**config.mk**
```make
export PLATFORM = sky130hd
export DESIGN_NAME = rnn_cell_top
export DESIGN_NICKNAME = d
export VERILOG_FILES = /design/src/common/rnn_pkg.sv /design/src/design/weight_fetch.sv /design/src/design/neuron_mac.sv /design/src/design/hidden_state_bank.sv /design/src/design/step_sequencer/step_sequencer.sv /design/src/design/rnn_cell_top.sv
export SDC_FILE = /design/constraint.sdc
export NUM_CORES = 1
export LEC_CHECK = 0
export ABC_AREA = 1
export BUFFER_PORTS_ARGS = -buffer_cell sky130_fd_sc_hd__buf_2
export CAP_MARGIN = 20
export CORE_MARGIN = 3
export CORE_UTILIZATION = 62
export DETAILED_ROUTE_END_ITERATION = 12
export PLACE_DENSITY = 0.86
export SLEW_MARGIN = 20
export SYNTH_ARGS = -nofsm -noshare
export SYNTH_HDL_FRONTEND = slang
export SYNTH_SLANG_ARGS = --single-unit
```
**constraint.sdc**
```tcl
create_clock -name clk -period 15.8 [get_ports clk]
set_input_delay 1.58 -clock clk [delete_from_list [all_inputs] [get_ports clk]]
set_output_delay 1.58 -clock clk [all_outputs]
set_load 0.005 [all_outputs]
```
**src/common/rnn_pkg.sv**
```systemverilog
`default_nettype none

package rnn_pkg;

    localparam int DATA_WIDTH  = 16;
    localparam int ADDR_WIDTH  = 16;
    localparam int TOKEN_WIDTH = 7;

    // Q8.8 signed word
    typedef logic signed [DATA_WIDTH-1:0] fixed_t;

    // Read request to the weight memory
    typedef struct packed
    {
        logic                  valid;
        logic [ADDR_WIDTH-1:0] address;
    } mem_req_t;

    // Word returned by the weight memory
    typedef struct packed
    {
        logic   valid;
        fixed_t data;
    } mem_rsp_t;

    // One product term, weight times operand
    typedef struct packed
    {
        logic   valid;
        logic   first;   // Restarts the accumulator
        logic   last;    // Closes the neuron sum
        fixed_t weight;
        fixed_t operand;
    } mac_term_t;

    // Finished neuron sum
    typedef struct packed
    {
        logic   valid;
        fixed_t sum;
    } mac_result_t;

endpackage

`default_nettype wire

```
**src/design/weight_fetch.sv**
```systemverilog
`timescale 1ns/1ps
`default_nettype none

module weight_fetch (
    input  wire logic         clk,
    input  wire logic         reset,
    input  rnn_pkg::mem_req_t fetch_req,
    output rnn_pkg::mem_rsp_t fetch_rsp,
    output rnn_pkg::mem_req_t mem_req,
    input  rnn_pkg::mem_rsp_t mem_rsp
);

    logic pending;

    always_ff @(posedge clk)
    begin
        if (reset)
        begin
            mem_req.valid   <= 1'b0;
            fetch_rsp.valid <= 1'b0;
            pending         <= 1'b0;
        end
        else
        begin
            mem_req.valid   <= fetch_req.valid;
            fetch_rsp.valid <= mem_rsp.valid;
            if (fetch_req.valid)
                pending <= 1'b1;
            else if (mem_rsp.valid)
                pending <= 1'b0;   // Read closed by the memory
        end
        mem_req.address <= fetch_req.address;
        fetch_rsp.data  <= mem_rsp.data;
    end

    no_orphan_response: assert property (@(posedge clk) disable iff (reset)
        mem_rsp.valid |-> pending);

endmodule

`default_nettype wire

```
**src/design/neuron_mac.sv**
```systemverilog
`timescale 1ns/1ps
`default_nettype none

module neuron_mac #(
    parameter int FRAC_BITS = 8
) (
    input  wire logic            clk,
    input  wire logic            reset,
    input  rnn_pkg::mac_term_t   mac_term,
    output rnn_pkg::mac_result_t mac_result
);

    typedef logic signed [2*rnn_pkg::DATA_WIDTH-1:0] product_t;

    // Stage one, raw product
    logic            s1_valid;
    logic            s1_first;
    logic            s1_last;
    product_t        s1_product;

    // Stage two, accumulator
    logic            result_valid;
    rnn_pkg::fixed_t acc;
    rnn_pkg::fixed_t scaled;

    always_ff @(posedge clk)
    begin
        if (reset)
        begin
            s1_valid     <= 1'b0;
            s1_first     <= 1'b0;
            s1_last      <= 1'b0;
            result_valid <= 1'b0;
        end
        else
        begin
            s1_valid     <= mac_term.valid;
            s1_first     <= mac_term.first;
            s1_last      <= mac_term.last;
            result_valid <= s1_valid && s1_last;
        end
        s1_product <= product_t'(mac_term.weight) * product_t'(mac_term.operand);
        if (s1_valid)
            acc <= (s1_first ? '0 : acc) + scaled;  // Wraps modulo 2^16
    end

    // Back to Q8.8, upper bits dropped
    assign scaled = rnn_pkg::fixed_t'(s1_product >>> FRAC_BITS);

    assign mac_result = '{valid: result_valid, sum: acc};

endmodule

`default_nettype wire

```
**src/design/hidden_state_bank.sv**
```systemverilog
`timescale 1ns/1ps
`default_nettype none

module hidden_state_bank #(
    parameter int EMBEDDING_SIZE = 4,
    parameter int LINEAR_SIZE    = 8
) (
    input  wire logic                              clk,
    input  wire logic                              reset,
    input  wire logic                              emb_write,
    input  wire logic [$clog2(EMBEDDING_SIZE)-1:0] emb_index,
    input  rnn_pkg::fixed_t                        emb_data,
    input  wire logic                              neuron_write,
    input  wire logic [$clog2(LINEAR_SIZE)-1:0]    neuron_index,
    input  rnn_pkg::fixed_t                        neuron_sum,
    input  wire logic                              commit,
    input  wire logic [$clog2(LINEAR_SIZE)-1:0]    hidden_read_index,
    input  wire logic [$clog2(EMBEDDING_SIZE)-1:0] emb_read_index,
    input  wire logic [$clog2(LINEAR_SIZE)-1:0]    hidden_index,
    output rnn_pkg::fixed_t                        hidden_operand,
    output rnn_pkg::fixed_t                        emb_operand,
    output rnn_pkg::fixed_t                        hidden_value
);

    rnn_pkg::fixed_t emb_q      [EMBEDDING_SIZE];
    rnn_pkg::fixed_t new_layer  [LINEAR_SIZE];
    rnn_pkg::fixed_t prev_layer [LINEAR_SIZE];  // Committed state of the last step

    always_ff @(posedge clk)
    begin
        if (reset)
        begin
            for (int i = 0; i < EMBEDDING_SIZE; i++)
                emb_q[i] <= '0;
            for (int i = 0; i < LINEAR_SIZE; i++)
            begin
                new_layer[i]  <= '0;
                prev_layer[i] <= '0;
            end
        end
        else
        begin
            if (emb_write)
                emb_q[emb_index] <= emb_data;
            if (neuron_write)
                new_layer[neuron_index] <= neuron_sum;
            if (commit)
                prev_layer <= new_layer;
        end
    end

    assign hidden_operand = prev_layer[hidden_read_index];
    assign emb_operand    = emb_q[emb_read_index];
    assign hidden_value   = prev_layer[hidden_index];

    // A write in the commit cycle would be missing from the committed layer
    no_write_on_commit: assert property (@(posedge clk) disable iff (reset)
        commit |-> !neuron_write && !emb_write);

endmodule

`default_nettype wire

```
**src/design/step_sequencer/step_sequencer.sv**
```systemverilog
`timescale 1ns/1ps
`default_nettype none

module step_sequencer #(
    parameter int VOCAB_SIZE     = 76,
    parameter int EMBEDDING_SIZE = 4,
    parameter int LINEAR_SIZE    = 8,
    parameter int FRAC_BITS      = 8
) (
    input  wire logic                                clk,
    input  wire logic                                reset,
    input  wire logic                                execute,
    input  wire logic [rnn_pkg::TOKEN_WIDTH-1:0]     token,
    output rnn_pkg::mem_req_t                        fetch_req,
    input  rnn_pkg::mem_rsp_t                        fetch_rsp,
    output rnn_pkg::mac_term_t                       mac_term,
    input  rnn_pkg::mac_result_t                     mac_result,
    output logic                                     emb_write,
    output logic [$clog2(EMBEDDING_SIZE)-1:0]        emb_index,
    output logic                                     neuron_write,
    output logic [$clog2(LINEAR_SIZE)-1:0]           neuron_index,
    output rnn_pkg::fixed_t                          neuron_sum,
    output logic                                     commit,
    output logic [$clog2(LINEAR_SIZE)-1:0]           hidden_read_index,
    output logic [$clog2(EMBEDDING_SIZE)-1:0]        emb_read_index,
    input  rnn_pkg::fixed_t                          hidden_operand,
    input  rnn_pkg::fixed_t                          emb_operand,
    output logic                                     done
);

    localparam int AW = rnn_pkg::ADDR_WIDTH;
    localparam int EW = $clog2(EMBEDDING_SIZE);
    localparam int LW = $clog2(LINEAR_SIZE);

    localparam logic [AW-1:0] E_STEP    = AW'(EMBEDDING_SIZE);
    localparam logic [AW-1:0] L_STEP    = AW'(LINEAR_SIZE);
    localparam logic [AW-1:0] IH_W_BASE = AW'(VOCAB_SIZE * EMBEDDING_SIZE);
    localparam logic [AW-1:0] HH_W_BASE = IH_W_BASE + AW'(LINEAR_SIZE * EMBEDDING_SIZE);
    localparam logic [AW-1:0] IH_B_BASE = HH_W_BASE + AW'(LINEAR_SIZE * LINEAR_SIZE);
    localparam logic [AW-1:0] HH_B_BASE = IH_B_BASE + L_STEP;

    localparam logic [EW-1:0] EMB_LAST = EW'(EMBEDDING_SIZE - 1);
    localparam logic [LW-1:0] HID_LAST = LW'(LINEAR_SIZE - 1);

    localparam rnn_pkg::fixed_t FIXED_ONE = rnn_pkg::fixed_t'(1 << FRAC_BITS);

    typedef enum logic [2:0]
    {
        IDLE,
        EMB,       // Embedding words
        HH_W,      // Hidden-to-hidden weights
        HH_B,
        IH_W,      // Input-to-hidden weights
        IH_B,
        SUM_WAIT,  // Last term still in the MAC
        COMMIT
    } state_t;

    state_t                         state;
    logic                           issue;
    logic                           outstanding;
    logic [rnn_pkg::TOKEN_WIDTH-1:0] token_q;
    logic [EW-1:0]                  emb_cnt;
    logic [LW-1:0]                  hid_cnt;
    logic [LW-1:0]                  neuron_cnt;
    logic [AW-1:0]                  fetch_address;
    logic                           term_valid;
    rnn_pkg::fixed_t                term_operand;

    always_ff @(posedge clk)
    begin
        if (reset)
        begin
            state       <= IDLE;
            issue       <= 1'b0;
            outstanding <= 1'b0;
            done        <= 1'b0;
            emb_cnt     <= '0;
            hid_cnt     <= '0;
            neuron_cnt  <= '0;
        end
        else
        begin
            issue <= 1'b0;
            done  <= (state == COMMIT);
            if (issue)
                outstanding <= 1'b1;
            else if (fetch_rsp.valid)
                outstanding <= 1'b0;

            case (state)
                IDLE:
                begin
                    if (execute)
                    begin
                        token_q    <= token;
                        emb_cnt    <= '0;
                        hid_cnt    <= '0;
                        neuron_cnt <= '0;
                        state      <= EMB;
                        issue      <= 1'b1;
                    end
                end
                EMB, IH_W:
                begin
                    if (fetch_rsp.valid)
                    begin
                        issue <= 1'b1;
                        if (emb_cnt == EMB_LAST)
                        begin
                            emb_cnt <= '0;
                            state   <= (state == EMB) ? HH_W : IH_B;
                        end
                        else
                            emb_cnt <= emb_cnt + 1'b1;
                    end
                end
                HH_W:
                begin
                    if (fetch_rsp.valid)
                    begin
                        issue <= 1'b1;
                        if (hid_cnt == HID_LAST)
                        begin
                            hid_cnt <= '0;
                            state   <= HH_B;
                        end
                        else
                            hid_cnt <= hid_cnt + 1'b1;
                    end
                end
                HH_B:
                begin
                    if (fetch_rsp.valid)
                    begin
                        issue <= 1'b1;
                        state <= IH_W;
                    end
                end
                IH_B:
                begin
                    if (fetch_rsp.valid)
                        state <= SUM_WAIT;
                end
                SUM_WAIT:
                begin
                    if (mac_result.valid)
                    begin
                        if (neuron_cnt == HID_LAST)
                            state <= COMMIT;
                        else
                        begin
                            neuron_cnt <= neuron_cnt + 1'b1;
                            state      <= HH_W;
                            issue      <= 1'b1;
                        end
                    end
                end
                default:
                    state <= IDLE;  // COMMIT lasts one cycle
            endcase
        end
    end

    // Address of the word the current state wants next
    always_comb
    begin
        case (state)
            EMB:     fetch_address = AW'(token_q) * E_STEP + AW'(emb_cnt);
            HH_W:    fetch_address = HH_W_BASE + AW'(neuron_cnt) * L_STEP + AW'(hid_cnt);
            HH_B:    fetch_address = HH_B_BASE + AW'(neuron_cnt);
            IH_W:    fetch_address = IH_W_BASE + AW'(neuron_cnt) * E_STEP + AW'(emb_cnt);
            IH_B:    fetch_address = IH_B_BASE + AW'(neuron_cnt);
            default: fetch_address = '0;
        endcase
    end

    // Biases are multiplied by one so they share the product path
    always_comb
    begin
        term_valid   = 1'b1;
        term_operand = FIXED_ONE;
        case (state)
            HH_W:       term_operand = hidden_operand;
            IH_W:       term_operand = emb_operand;
            HH_B, IH_B: term_operand = FIXED_ONE;
            default:    term_valid = 1'b0;
        endcase
    end

    assign fetch_req = '{valid: issue, address: fetch_address};

    assign mac_term = '{valid:   fetch_rsp.valid && term_valid,
                        first:   (state == HH_W) && (hid_cnt == '0),
                        last:    (state == IH_B),
                        weight:  fetch_rsp.data,
                        operand: term_operand};

    assign emb_write         = fetch_rsp.valid && (state == EMB);
    assign emb_index         = emb_cnt;
    assign emb_read_index    = emb_cnt;
    assign hidden_read_index = hid_cnt;
    assign neuron_write      = mac_result.valid && (state == SUM_WAIT);
    assign neuron_index      = neuron_cnt;
    assign neuron_sum        = mac_result.sum;
    assign commit            = (state == COMMIT);

    single_outstanding_fetch: assert property (@(posedge clk) disable iff (reset)
        fetch_req.valid |-> !outstanding);

endmodule

`default_nettype wire

```
**src/design/rnn_cell_top.sv**
```systemverilog
`timescale 1ns/1ps
`default_nettype none

module rnn_cell_top #(
    parameter int VOCAB_SIZE     = 76,
    parameter int EMBEDDING_SIZE = 4,
    parameter int LINEAR_SIZE    = 8,
    parameter int FRAC_BITS      = 8
) (
    input  wire logic                             clk,
    input  wire logic                             reset,
    input  wire logic                             execute,
    input  wire logic [rnn_pkg::TOKEN_WIDTH-1:0]  token,
    output rnn_pkg::mem_req_t                     mem_req,
    input  rnn_pkg::mem_rsp_t                     mem_rsp,
    input  wire logic [$clog2(LINEAR_SIZE)-1:0]   hidden_index,
    output rnn_pkg::fixed_t                       hidden_value,
    output logic                                  done
);

    rnn_pkg::mem_req_t    fetch_req;
    rnn_pkg::mem_rsp_t    fetch_rsp;
    rnn_pkg::mac_term_t   mac_term;
    rnn_pkg::mac_result_t mac_result;

    logic                              emb_write;
    logic [$clog2(EMBEDDING_SIZE)-1:0] emb_index;
    logic [$clog2(EMBEDDING_SIZE)-1:0] emb_read_index;
    logic                              neuron_write;
    logic [$clog2(LINEAR_SIZE)-1:0]    neuron_index;
    logic [$clog2(LINEAR_SIZE)-1:0]    hidden_read_index;
    rnn_pkg::fixed_t                   neuron_sum;
    rnn_pkg::fixed_t                   hidden_operand;
    rnn_pkg::fixed_t                   emb_operand;
    logic                              commit;

    step_sequencer #(
        .VOCAB_SIZE     (VOCAB_SIZE),
        .EMBEDDING_SIZE (EMBEDDING_SIZE),
        .LINEAR_SIZE    (LINEAR_SIZE),
        .FRAC_BITS      (FRAC_BITS)
    ) sequencer_i (
        .clk               (clk),
        .reset             (reset),
        .execute           (execute),
        .token             (token),
        .fetch_req         (fetch_req),
        .fetch_rsp         (fetch_rsp),
        .mac_term          (mac_term),
        .mac_result        (mac_result),
        .emb_write         (emb_write),
        .emb_index         (emb_index),
        .neuron_write      (neuron_write),
        .neuron_index      (neuron_index),
        .neuron_sum        (neuron_sum),
        .commit            (commit),
        .hidden_read_index (hidden_read_index),
        .emb_read_index    (emb_read_index),
        .hidden_operand    (hidden_operand),
        .emb_operand       (emb_operand),
        .done              (done)
    );

    weight_fetch fetch_i (
        .clk       (clk),
        .reset     (reset),
        .fetch_req (fetch_req),
        .fetch_rsp (fetch_rsp),
        .mem_req   (mem_req),
        .mem_rsp   (mem_rsp)
    );

    neuron_mac #(
        .FRAC_BITS (FRAC_BITS)
    ) mac_i (
        .clk        (clk),
        .reset      (reset),
        .mac_term   (mac_term),
        .mac_result (mac_result)
    );

    hidden_state_bank #(
        .EMBEDDING_SIZE (EMBEDDING_SIZE),
        .LINEAR_SIZE    (LINEAR_SIZE)
    ) bank_i (
        .clk               (clk),
        .reset             (reset),
        .emb_write         (emb_write),
        .emb_index         (emb_index),
        .emb_data          (fetch_rsp.data),
        .neuron_write      (neuron_write),
        .neuron_index      (neuron_index),
        .neuron_sum        (neuron_sum),
        .commit            (commit),
        .hidden_read_index (hidden_read_index),
        .emb_read_index    (emb_read_index),
        .hidden_index      (hidden_index),
        .hidden_operand    (hidden_operand),
        .emb_operand       (emb_operand),
        .hidden_value      (hidden_value)
    );

endmodule

`default_nettype wire

```
Word level (Yosys, flattened, before mapping)
Memories as Yosys holds them, arrays and structs flattened. A register that Yosys moved wholly into a read port is not among the register bits.
Cells that the tools add are included.
Word-level totals
  bits in registers: 354
  bits in latches: 0
  memory bits (writable): 64
  memory bits (read-only): 0
  memories kept: 1
Memories
  bank_i.emb_q: words 4, bits a word 16, rd ports 1, clocked after memory_dff 1, write ports 4, line hidden_state_bank.sv:25  | rnn_pkg::fixed_t emb_q [EMBEDDING_SIZE];
Operators by class
  $add $sub $neg: 11
  multipliers: 1
  divide/modulo/power cells: 0
  order comparisons: 4
  equality and inequality tests: 19
  shift operators: 0
  mux-type cells: 50
  bitwise logic cells: 4
  reductions and logical operators: 20
Operators with widths (number)
  bitwise mux 128 bit: 1
  two-way mux 16 bit: 7
  binary-select mux 16 bit (select 3 bit): 2
  one-hot mux 16 bit (5 select lines): 1
  demux 16 bit (select 3 bit): 1
  two-way mux 3 bit: 15
  one-hot mux 16 bit (2 select lines): 1
  multiplier 16 x 16 -> 24 bit: 1
  adder 9 x 3 -> 10 bit (first input constant): 2
  == test 3 bit (second input constant): 6
  one-hot mux 3 bit (6 select lines): 1
  adder 16 bit: 1
  adder 16 x 2 -> 16 bit: 1
  adder 16 x 3 -> 16 bit: 1
  OR reduction 16 bit: 1
  >= comparator 4 bit (second input constant): 3
  two-way mux 2 bit: 6
  != test 2 x 1 -> 1 bit (second input constant): 6
  NOT 3 -> 4 bit: 3
  one-hot mux 3 bit (2 select lines): 2
  two-way mux 1 bit: 11
  adder 9 x 2 -> 10 bit: 1
  adder 9 x 5 -> 10 bit (first input constant): 1
  adder 9 x 6 -> 10 bit (first input constant): 1
  18 further kinds: 33

Logic depth before layout (Yosys ltp)
  depth in word-level cells: 7
  depth in mapped cells: 37
  gate-level depth less buffers: 33

Modules after synthesis
From an unflattened synthesis, not the netlist that was laid out.
Second synthesis, totals
  cells, all modules: 3558
  area, all modules: 26499.2 um^2
Modules (own cells, without submodules)
  hidden_state_bank: times used 1, cells an instance 1972, area each 14136.1 um^2, sequential area each 7046.8 um^2
  neuron_mac: times used 1, cells an instance 1323, area each 9925.8 um^2, sequential area each 880.8 um^2
  step_sequencer: times used 1, cells an instance 225, area each 1741.7 um^2, sequential area each 470.5 um^2
  weight_fetch: times used 1, cells an instance 38, area each 695.7 um^2, sequential area each 680.7 um^2

Worst setup path after synthesis
No wires, ideal clock.
  path kind: register -> register
  start: reg sequencer_i.hid_cnt[0] (netlist: sequencer_i.hidden_read_index[0])
  end: reg mac_i.s1_product[22]
  library setup time: 0.072 ns
  data arrival time: 6.234 ns
  slack: 9.495 ns
  cell stages (with the launch flop): 29
  buffers on the path: 6
  clock period less this slack: 6.305 ns
  path through: dfxtp_1 > buf_2 > inv_2 > buf_2 > buf_4 > buf_2 > a21oi_1 > o21ai_0 > a21oi_1 > a211o_1 > buf_2 > nand2_1 > fa_1 > inv_1 > fa_1 > fa_1 > fa_1 > fa_1 > inv_1 > fa_1 > inv_1 > ha_1 > clkbuf_1 > nand2_1 > nor3_1 > inv_1 > o221a_2 > nand2_1 > xor2_1
Between the ends
  word-level cells in the longest chain between the ends: 6
Ends and longest elaborated chain
  start, declared: line step_sequencer.sv:64  | logic [LW-1:0] hid_cnt;
  start signal, assigned: line step_sequencer.sv:129  | hid_cnt <= hid_cnt + 1'b1;
  NOT 3 -> 4 bit (not written as such): line hidden_state_bank.sv:52  | assign hidden_operand = prev_layer[hidden_read_index];
  binary-select mux 16 bit (select 3 bit): line hidden_state_bank.sv:52
  two-way mux 16 bit (not written as such) (2 in a row): line hidden_state_bank.sv:52
  one-hot mux 16 bit (2 select lines): line step_sequencer.sv:183  | case (state)
  multiplier 16 x 16 -> 24 bit: line neuron_mac.sv:42  | s1_product <= product_t'(mac_term.weight) * product_t'(mac_term.operand);
  end signal, assigned: line neuron_mac.sv:42
  end, declared: line neuron_mac.sv:19  | product_t s1_product;
Every way passes these cells. The select of a mux whose other input is x is not followed.
A chain may end at the register's enable or synchronous reset.

==> metrics <==
Vias=21600; Iter 0 DRT Violations=3177; drt via density=5.87; Area Growth Syn to Fin=6.61%; total routed wirelength=68000 um; ys flop type=dfxtp_1; Routed met2 length=31800 um; critical path launch point type=flop; Filler Cell Count=2989; port bufs=56; Starting Density=63.0%; crit path kind=flop to flop; CP max FO=19; Seq cells post-synth=405; Yosys warning total=0; crit path max-delay cell type=dfxtp_1; H-tree Lvls=2; CTS Hold Bufs=0; global route overflow=0; vias in the first global route=20900; Post-DP HPWL=47100 um; Mapped Cells=3197; gr usage total=30.9%; Synth cell types=46; row cnt=73; final worst path period share=48.4%; Power Density=172 mW/mm^2; Die Wd=207 um; uppermost layer routed=met4; status=finished, final reports clean; Non-Filler Instances=3683; final setup vio count=0; Worst slew margin=25.2%; WHS=0.419 ns; Post-synth EDFFs=87; max cap viols=0; layout cell share with drive strength beyond 1=5.38%; cts bufs inserted=43; dpl cells=3605; # nets final=3438; CTS clk-pin slew, worst paths=0.06 ns; setup TNS=0 ns; Synth Cell Area=0.0251 sq mm; Max Slew Vio Count=0; combinational power share=52.2%; maximum clock path buffer count=3; Hold Vio Cnt, Final=0; Met1 Routed Length=25500 um; cts repair resizes=0; Setup crit end kind=flop; DIE AREA=0.0430 sq mm; Seq/Total Area, Yosys=35.7%; critical path arrival=8.16 ns; Psw=0.00205 W; Post-Route Skew=0.0185 ns; WP data required=16.30 ns; most frequent cells in the layout=595 x inv_1, 500 x nand2_1, 388 x o21ai_0; CTS tree=built; Post-synth ARST share=0%; Ports=64; drt wl/cell=18.5 um; CORE AREA=0.0399 sq mm; antenna diode count=0; worst-margin pin slew=1.12 ns; final core occ=67.2%; Leak=12.5 nW; switch share=44.4%; total length of routed met3 wires=7090 um; global-route wire length before repair=109000 um; post-route ant nets=0; Die Ht=207 um; Clock power frac=21.3%; largest net degree at the start of global routing=152; root buf cell=clkbuf_16; Post-CTS Setup Inserts=0; P_int=0.00256 W; Avg Inst Size Synth=7.87 sq um; GPL Wtd Cong=0.963; Num Clock Sinks=405; CP peak stage delay=0.83 ns; register share of total power=26.6%; initial antenna violation count=0; Min-Delay Path Class=flop to flop; DRT Pass-1 Iters=8; Clock Latency Late Sink=0.56 ns; drt drc=0; RSZ-0062 raised after global routing=false; Peak VDD IR=169 uV; f_max=131 MHz; Final min period=7.65 ns; commonest non-fill, non-tap cell in the layout=inv_1
-- final cells by class --
type / count / area, sq um / share of cell area, %
Clock buffer: 58 / 1170 / 4.38
Clock inverter: 20 / 170 / 0.635
Inverter: 620 / 2330 / 8.71
Multi-Input combinational cell: 1982 / 13100 / 48.8
Sequential cell: 405 / 8980 / 33.5
Tap cell: 525 / 657 / 2.45
Timing Repair Buffer: 73 / 412 / 1.54
-- sequential cells by signal, indices dropped and copies added, names as in the netlist, 2 cells and up, named ones only --
name	flops
mac_i.s1_product	16
sequencer_i.neuron_index	3
sequencer_i.state	3
fetch_i.mem_req	10
sequencer_i.token_q	7
sequencer_i.emb_index	2
bank_i.new_layer	128
bank_i.emb_q	64
fetch_i.fetch_rsp	17
sequencer_i.hidden_read_index	3
mac_i.acc	16
bank_i.prev_layer	128
-- Yosys cell counts, drive strengths merged, types with 3 or more instances --
master	instances	area (sq um)
inv	606	2280
nand2	502	1890
o21ai	392	1970
a21oi	387	1940
dfxtp	318	6370
nor2	202	773
fa	187	3740
clkbuf	144	541
ha	96	1200
edfxtp	87	2610
nand3	59	338
buf	52	289
xor2	23	201
a31oi	21	131
a221oi	19	166
nor3	15	100
clkinv	14	52.6
xnor2	13	114
o211ai	11	82.6
a211oi	8	60.1
o22ai	8	50.1
a211o	6	52.6
nand3b	6	45.0
nand4	5	31.3
a21boi	3	22.5
o21bai	3	22.5
o221ai	3	26.3
-- logic make-up (layout without fill, tap and decap cells) --
family / count (synthesis) / after routing / synth area share [%]
flip-flops: 405 / 405 / 35.7
adder cells (fa/ha/maj): 283 / 283 / 19.7
buffers and inverters: 816 / 771 / 12.6
AO/OA/AOI/OAI: 866 / 866 / 18.1
AND/OR/NAND/NOR: 790 / 790 / 12.7
XOR/XNOR: 36 / 36 / 1.25
other: 1 / 7 / 0.0149
-- per-stage QoR --
| step | total power (W) | cell area (sq um) | worst slack [ns] |
|---|---|---|---|
| after global placement | 0.00351 | 25500 | 8.43 |
| after detailed placement | 0.00360 | 25500 | 8.32 |
| after CTS | 0.00459 | 26800 | 8.27 |
| after global routing | 0.00495 | 26800 | 7.73 |
| after floorplan | 0.00294 | 25200 | 9.49 |
| final | 0.00461 | 26800 | 8.15 |
-- per-layer routing --
| layer | GRT usage (%) | vias to the layer above |
|---|---|---|
| met3 | 5.21 | 254 |
| met5 | 0 | - |
| li1 | - | 9958 |
| met2 | 50.5 | 1313 |
| met1 | 40.5 | 10100 |
| met4 | 14.5 | 0 |
-- critical path, delay by kind of cell (launching register included) --
family / cells / cell delay [ns]
fa+ha+maj: 7 / 3.41
buf+inv: 6 / 1.07
flops: 1 / 0.83
compound gates: 4 / 0.46
simple gates: 8 / 1.82
-- power groups by stage --
stage,Sequential (W),Combinational [W],Clock (W)
6_report,0.00122,0.00240,0.000980
5_1_grt,0.00123,0.00270,0.00103
4_1_cts,0.00122,0.00238,0.000979
3_5_place_dp,0.00124,0.00236,0
3_3_place_gp,0.00124,0.00227,0
2_1_floorplan,0.00121,0.00173,0
-- path summary, 6_finish.rpt --
path | slack [ns] | from | endpoint | cells after the start
worst max-delay path | 8.15 | flop | mac_i.s1_product[23] | 25
worst min-delay path | 0.42 | mac_i.s1_last | mac_i.result_valid | 2
worst max register to register | 8.15 | flop | mac_i.s1_product[23] | 25
worst min register to register | 0.42 | mac_i.s1_last | mac_i.result_valid | 2
Power figures use the tool's default switching activity.
